<file path="src/include/vga_consts.svh">
`ifndef VGA_CONSTS_SVH
`define VGA_CONSTS_SVH

//////////////////////////////
// Horizontal timing
//////////////////////////////

// Phase lengths in pixel clocks, 640x480 at 60 Hz
`define H_ACTIVE_LEN 640
`define H_FRONT_LEN  16
`define H_PULSE_LEN  96
`define H_BACK_LEN   48

//////////////////////////////
// Vertical timing
//////////////////////////////

// Phase lengths in whole lines
`define V_ACTIVE_LEN 480
`define V_FRONT_LEN  10
`define V_PULSE_LEN  2
`define V_BACK_LEN   33

// Scan coordinate width, enough for 1023
`define COORD_W 10

// Packed renderer colour, 3-4-3
`define RED_W   3
`define GREEN_W 4
`define BLUE_W  3

// Per-channel width at the DAC
`define CHAN_W 8

`endif

</file>
<file path="src/logic/vga_pkg.sv">
`include "vga_consts.svh"

package vga_pkg;

	// Phases of one scan axis, in scan order
	typedef enum logic [1:0] {
		ACTIVE = 2'd0,
		FRONT  = 2'd1,
		PULSE  = 2'd2,
		BACK   = 2'd3
	} phase_t;

	// Pixel or line coordinate
	typedef logic [`COORD_W-1:0] coord_t;

	// State of one axis as seen by the other blocks
	// next is zero outside the active phase
	typedef struct packed {
		phase_t phase;
		coord_t next;
	} scan_t;

	// Colour word from the renderer
	typedef struct packed {
		logic [`RED_W-1:0]   r;
		logic [`GREEN_W-1:0] g;
		logic [`BLUE_W-1:0]  b;
	} packed_color_t;

	// Full-width colour at the output
	typedef struct packed {
		logic [`CHAN_W-1:0] red;
		logic [`CHAN_W-1:0] green;
		logic [`CHAN_W-1:0] blue;
	} rgb_t;

	// Everything that leaves for the monitor
	// Sync and blank are active low
	typedef struct packed {
		rgb_t color;
		logic hsync;
		logic vsync;
		logic blank;
	} vga_out_t;

endpackage

</file>
<file path="src/logic/line_timing.sv">
`timescale 1ns/100ps
`include "vga_consts.svh"

module line_timing #(
	parameter int ACTIVE = `H_ACTIVE_LEN,
	parameter int FRONT  = `H_FRONT_LEN,
	parameter int PULSE  = `H_PULSE_LEN,
	parameter int BACK   = `H_BACK_LEN
) (
	input  logic           M10k_pll,
	input  logic           reset,
	output vga_pkg::scan_t h_scan,
	output logic           line_end
);
	import vga_pkg::*;

	// Current phase and clock count inside it
	phase_t phase;
	coord_t count;

	// Decoded from the current phase
	coord_t phase_last;
	phase_t phase_next;
	logic   phase_done;

	//////////////////////////////
	// Phase decode
	//////////////////////////////

	// Phase parameters shadow the enum names, so use scoped literals
	always_comb begin
		phase_last = coord_t'(ACTIVE - 1);
		phase_next = vga_pkg::FRONT;
		case (phase)
			vga_pkg::FRONT: begin
				phase_last = coord_t'(FRONT - 1);
				phase_next = vga_pkg::PULSE;
			end
			vga_pkg::PULSE: begin
				phase_last = coord_t'(PULSE - 1);
				phase_next = vga_pkg::BACK;
			end
			vga_pkg::BACK: begin
				phase_last = coord_t'(BACK - 1);
				phase_next = vga_pkg::ACTIVE;
			end
			default: begin
				phase_last = coord_t'(ACTIVE - 1);
				phase_next = vga_pkg::FRONT;
			end
		endcase
	end

	// Last pixel clock of this phase
	assign phase_done = (count == phase_last);

	//////////////////////////////
	// Sequencer
	//////////////////////////////

	always_ff @(posedge M10k_pll) begin
		if (reset) begin
			phase    <= vga_pkg::ACTIVE;
			count    <= '0;
			line_end <= 1'b0;
		end else begin
			// Counter restarts on every phase change
			if (phase_done) begin
				phase <= phase_next;
				count <= '0;
			end else begin
				count <= count + coord_t'(1);
			end
			// One clock early, so the pulse lands on the last back porch clock
			line_end <= (phase == vga_pkg::BACK) && (count == coord_t'(BACK - 2));
		end
	end

	// Published pixel, zero outside the active span
	assign h_scan.phase = phase;
	assign h_scan.next  = (phase == vga_pkg::ACTIVE) ? count : '0;

endmodule

</file>
<file path="src/logic/frame_timing.sv">
`timescale 1ns/100ps
`include "vga_consts.svh"

module frame_timing #(
	parameter int ACTIVE = `V_ACTIVE_LEN,
	parameter int FRONT  = `V_FRONT_LEN,
	parameter int PULSE  = `V_PULSE_LEN,
	parameter int BACK   = `V_BACK_LEN
) (
	input  logic           M10k_pll,
	input  logic           reset,
	input  logic           line_end,
	output vga_pkg::scan_t v_scan
);
	import vga_pkg::*;

	// Current phase and line count inside it
	phase_t phase;
	coord_t count;

	// Decoded from the current phase
	coord_t phase_last;
	phase_t phase_next;
	logic   phase_done;

	//////////////////////////////
	// Phase decode
	//////////////////////////////

	// Same four-phase order as a line, lengths in lines
	always_comb begin
		phase_last = coord_t'(ACTIVE - 1);
		phase_next = vga_pkg::FRONT;
		case (phase)
			vga_pkg::FRONT: begin
				phase_last = coord_t'(FRONT - 1);
				phase_next = vga_pkg::PULSE;
			end
			vga_pkg::PULSE: begin
				phase_last = coord_t'(PULSE - 1);
				phase_next = vga_pkg::BACK;
			end
			vga_pkg::BACK: begin
				phase_last = coord_t'(BACK - 1);
				phase_next = vga_pkg::ACTIVE;
			end
			default: begin
				phase_last = coord_t'(ACTIVE - 1);
				phase_next = vga_pkg::FRONT;
			end
		endcase
	end

	// Only a finished line can close a phase
	assign phase_done = line_end && (count == phase_last);

	//////////////////////////////
	// Sequencer
	//////////////////////////////

	// Steps on the same edge that returns the line to active
	always_ff @(posedge M10k_pll) begin
		if (reset) begin
			phase <= vga_pkg::ACTIVE;
			count <= '0;
		end else if (phase_done) begin
			phase <= phase_next;
			count <= '0;
		end else if (line_end) begin
			count <= count + coord_t'(1);
		end
	end

	// Published line, zero during vertical blanking
	assign v_scan.phase = phase;
	assign v_scan.next  = (phase == vga_pkg::ACTIVE) ? count : '0;

endmodule

</file>
<file path="src/logic/video_output.sv">
`timescale 1ns/100ps
`include "vga_consts.svh"

module video_output (
	input  logic                   M10k_pll,
	input  logic                   reset,
	input  vga_pkg::packed_color_t color,
	input  vga_pkg::scan_t         h_scan,
	input  vga_pkg::scan_t         v_scan,
	output vga_pkg::vga_out_t      video
);
	import vga_pkg::*;

	// Renderer colour widened to the DAC channels
	rgb_t expanded;
	// Both axes inside the picture
	logic visible;
	// Sync levels for the coming cycle, low in the pulse phases
	logic hsync_next;
	logic vsync_next;

	//////////////////////////////
	// Colour expansion
	//////////////////////////////

	// Field goes to the top bits, zero fill below
	always_comb begin
		expanded.red   = {color.r, {(`CHAN_W - `RED_W){1'b0}}};
		expanded.green = {color.g, {(`CHAN_W - `GREEN_W){1'b0}}};
		expanded.blue  = {color.b, {(`CHAN_W - `BLUE_W){1'b0}}};
	end

	assign visible    = (h_scan.phase == ACTIVE) && (v_scan.phase == ACTIVE);
	assign hsync_next = (h_scan.phase != PULSE);
	assign vsync_next = (v_scan.phase != PULSE);

	//////////////////////////////
	// Output register
	//////////////////////////////

	// One clock from colour in to pixel out
	always_ff @(posedge M10k_pll) begin
		if (reset) begin
			video.color <= '0;
			video.hsync <= 1'b1;
			video.vsync <= 1'b1;
			video.blank <= 1'b1;
		end else begin
			// Black in the porches and sync pulses
			video.color <= visible ? expanded : '0;
			video.hsync <= hsync_next;
			video.vsync <= vsync_next;
			// Blank low whenever either sync is low
			video.blank <= hsync_next & vsync_next;
		end
	end

endmodule

</file>
<file path="src/logic/vga_raster_top.sv">
`timescale 1ns/100ps
`include "vga_consts.svh"

module vga_raster_top #(
	parameter int H_ACTIVE = `H_ACTIVE_LEN,
	parameter int H_FRONT  = `H_FRONT_LEN,
	parameter int H_PULSE  = `H_PULSE_LEN,
	parameter int H_BACK   = `H_BACK_LEN,
	parameter int V_ACTIVE = `V_ACTIVE_LEN,
	parameter int V_FRONT  = `V_FRONT_LEN,
	parameter int V_PULSE  = `V_PULSE_LEN,
	parameter int V_BACK   = `V_BACK_LEN
) (
	input  logic                   M10k_pll,
	input  logic                   reset,
	input  vga_pkg::packed_color_t color,
	output vga_pkg::coord_t        next_x,
	output vga_pkg::coord_t        next_y,
	output vga_pkg::vga_out_t      video
);
	import vga_pkg::*;

	// Axis state from the two sequencers
	scan_t h_scan;
	scan_t v_scan;
	// Last clock of each line
	logic  line_end;

	// Pixel clock sequencer
	line_timing #(
		.ACTIVE(H_ACTIVE),
		.FRONT (H_FRONT),
		.PULSE (H_PULSE),
		.BACK  (H_BACK)
	) line_timing_inst (
		.M10k_pll(M10k_pll),
		.reset   (reset),
		.h_scan  (h_scan),
		.line_end(line_end)
	);

	// Line sequencer
	frame_timing #(
		.ACTIVE(V_ACTIVE),
		.FRONT (V_FRONT),
		.PULSE (V_PULSE),
		.BACK  (V_BACK)
	) frame_timing_inst (
		.M10k_pll(M10k_pll),
		.reset   (reset),
		.line_end(line_end),
		.v_scan  (v_scan)
	);

	// Colour and sync register stage
	video_output video_output_inst (
		.M10k_pll(M10k_pll),
		.reset   (reset),
		.color   (color),
		.h_scan  (h_scan),
		.v_scan  (v_scan),
		.video   (video)
	);

	// Pixel the renderer must colour this cycle
	assign next_x = h_scan.next;
	assign next_y = v_scan.next;

endmodule

</file>
<file path="config.mk">
export PLATFORM = sky130hd
export DESIGN_NAME = vga_raster_top
export DESIGN_NICKNAME = d
export VERILOG_FILES = /design/src/logic/vga_pkg.sv /design/src/logic/line_timing.sv /design/src/logic/frame_timing.sv /design/src/logic/video_output.sv /design/src/logic/vga_raster_top.sv
export VERILOG_INCLUDE_DIRS = /design/src /design/src/include
export SDC_FILE = /design/constraint.sdc
export NUM_CORES = 1
export LEC_CHECK = 0
export ABC_AREA = 1
export BUFFER_PORTS_ARGS = -buffer_cell sky130_fd_sc_hd__buf_2
export CAP_MARGIN = 20
export CORE_MARGIN = 2
export CORE_UTILIZATION = 25
export DETAILED_ROUTE_END_ITERATION = 12
export GPL_ROUTABILITY_DRIVEN = 0
export PLACE_DENSITY = 0.56
export SLEW_MARGIN = 20
export SYNTH_ARGS = -nofsm -noshare
export SYNTH_HDL_FRONTEND = slang
export SYNTH_SLANG_ARGS = --single-unit
</file>
<file path="constraint.sdc">
create_clock -name M10k_pll -period 1.45 [get_ports M10k_pll]
set_input_delay 0 -clock M10k_pll [delete_from_list [all_inputs] [get_ports M10k_pll]]
set_output_delay 0 -clock M10k_pll [all_outputs]
set_load 0.02 [all_outputs]
</file>
==> flow_summary.toml <==
[sta]
hold_violations = 0
holdWs_ns = 0.01488
clock.fmax_mhz = 694.6
fin_skew_ns = 0.004088
rsz0062_at_grt = "true"
setup_violations = 0
fin_ws_ns = 0.01030
final.period_utilization_pct = 99.29
min_period_ns = 1.440
slew_violations = 0

[layout]
nNetsFinal = 395
diodes = 0
syn_to_final_growth_pct = 37.34
drive_above_1_share_pct = 33.06

[die]
num_rows = 33
die-area_sq_mm = 0.009111
dieHeight_microns = 95.45
core_sq_mm = 0.008175
ios = 59
die_w_microns = 95.45
start_util_pct = 25.57

[global_route]
grt_util_all_layers_pct = 10.41
grt_pass1_vias = 1685
antenna_found_initial = 0
grt_max_degree = 12
overflow = 0
grt_pass1_wl_mm = 7.300

[placed_design]
portBuffers = 44
detailed_place_hpwl_mm = 3.251
dp_slack_ns = -0.1251

[worst_setup_path]
path_max_fanout = 4
endpoint_kind = "flip-flop"
worstPathRequired_ns = 1.68
arrival_ns = 1.67
cp-start-kind = "flip-flop"
worst-setup-path-type = "reg -> reg"

[run_status]
status = "completed"

[clocking]
clk_latency_ns = 0.29
cts-root-buf = "clkbuf_8"
clockBufferDepth = 2
cts_buffers = 5
cts_sinks = 38
htree_levels = 2
cts_tree = "built"
clk_pin_slew_ns = 0.07

[logic_synthesis]
syn_avg_cell_area_sq_um = 7.040
yosysWarnings = 0
yosysSeqAreaShare_pct = 36.39
ys_types = 28
ys_ff_latch = 38
syn_inst = 297
synth_area_sq_mm = 0.002091

[detailed_routing]
totalWireLength_mm = 4.718
vias = 1930
drtIter0Drc = 75
routedWlPerCell_microns = 9.891
drt-vias-per-instance = 4.046
drc = 0
antenna_left = 0
first_pass_iters = 4

[min_path]
hold_class = "in -> reg"

[power]
leakagePower_nw = 1.456
irDropWorstVdd_mv = 0.3679
power_density_mw_per_mm2 = 704.6

[flow_run]
drv_cap = 0
## metal layers
metal,up-vias,global-route usage (%),share of wire [%]
met3,8,2.846,3.8
met5,-,0,0
met4,0,5.119,1.6
li1,1002,-,-
met1,884,12.12,45
met2,36,17.55,50
## path summary, 6_finish.rpt
kind | from | endpoint | slack [ns] | cells past startpoint
setup reg to reg | line_timing_inst.phase[0] | line_timing_inst.phase[1] | 0.01 | 10
setup / recovery | line_timing_inst.phase[0] | line_timing_inst.phase[1] | 0.01 | 10
hold / removal | reset | line_timing_inst.phase[0] | 0.01 | 4
hold reg to reg | line_timing_inst.line_end | frame_timing_inst.count[0] | 0.49 | 2
## per-stage QoR
| step | TNS, ns | utilization, % | total power, mW | cell area, sq um | instances |
|---|---|---|---|---|---|
| 3_3_place_gp | -1.128 | 29.77 | 1.254 | 2434 | 451 |
| 6_report | 0 | 35.12 | 2.023 | 2872 | 477 |
| 4_1_cts | 0 | 33.44 | 2.065 | 2734 | 473 |
| 5_1_grt | -1.292 | 35.12 | 2.122 | 2872 | 477 |
| 3_5_place_dp | -2.023 | 29.77 | 1.257 | 2434 | 451 |
| 2_1_floorplan | 0 | - | 1.240 | 2140 | 310 |
## sequential cells by signal, summed over array words and instances, names as in the netlist
signal and count:
video_output_inst.video 13, line_timing_inst.line_end 1, line_timing_inst.phase 2, line_timing_inst.count 10
frame_timing_inst.phase 2, frame_timing_inst.count 10
## where the power goes
group,switching (mW),internal (mW)
clock network,0.382,0.384
logic,0.118,0.0680
registers,0.00775,1.06
## layout by cell type, fill, tap and decap left out, types with 2 or more instances in the layout
cell type,count
nor2_2,7
nand2_4,2
nand4_1,4
ha_1,5
conb_1,14
inv_2,4
nor3_1,2
a21oi_1,8
nand2_1,55
xor2_1,7
buf_6,6
o21ai_2,2
o21ai_0,2
nand3_2,4
nand2_2,6
o21ai_1,2
nand3_1,13
xnor2_1,2
ha_4,7
dlygate4sd3_1,10
dfxtp_2,6
clkbuf_8,6
nor2_1,40
inv_1,47
dfxtp_1,32
or2_0,2
inv_4,3
buf_2,38
buf_4,29
## cells in the mapped netlist, drive strengths merged
cell type   n  area [sq um]
xnor2       2         17.52
dfxtp      38         760.7
xor2        7         61.31
and2        1         6.260
a21oi       8         40.04
conb        1         3.750
nor2       47         183.9
nand2      63         244.0
ha         12         150.1
or2         4         25.03
o21ai       6         33.78
nand4       4         25.02
nor4        1         6.260
nand3      17         95.09
buf        27         207.7
clkbuf      2         7.510
nor3        3         20.02
inv        54         202.7
## cell families after synthesis
family	Yosys count	synth area share [%]
other	1	0.1794
AOI/OAI and AO/OA	14	3.531
adders and majority gates	12	7.181
DFF	38	36.39
and+or+nand+nor	140	28.97
xor gates and xnor gates	9	3.770
buffers and inverters	83	19.99
## critical path, cell delays in order, from the launching register on
cell     delay, ns
dfxtp_2       0.34
inv_4         0.10
ha_4          0.21
nand2_2       0.05
o21ai_1       0.06
nor2_1        0.16
nand3_2       0.13
buf_6         0.14
nand2_2       0.04
nand2_1       0.04
nor2_1        0.09
## area by class of cell
class | instances | area [sq um]
fillers | 880 | 5304
clock inverters | 1 | 5.005
clock buffers | 7 | 86.33
well taps | 105 | 131.4
repair buffers | 83 | 575.6
inverters | 54 | 210.2
flip-flops and latches | 38 | 768.2
multi-input cells | 189 | 1095
## what timing repair did
action | 4_1_cts | 5_1_grt
gates resized for setup | 24 | 34
buffers inserted | 4 | 4
hold endpoints to repair | 10 | 0
endpoints found under the setup margin | 34 | 35
pin swaps | 7 | 16
cloned | 0 | 1
hold buffers | 10 | 0
No activity file was read; power rests on OpenSTA's default activity.
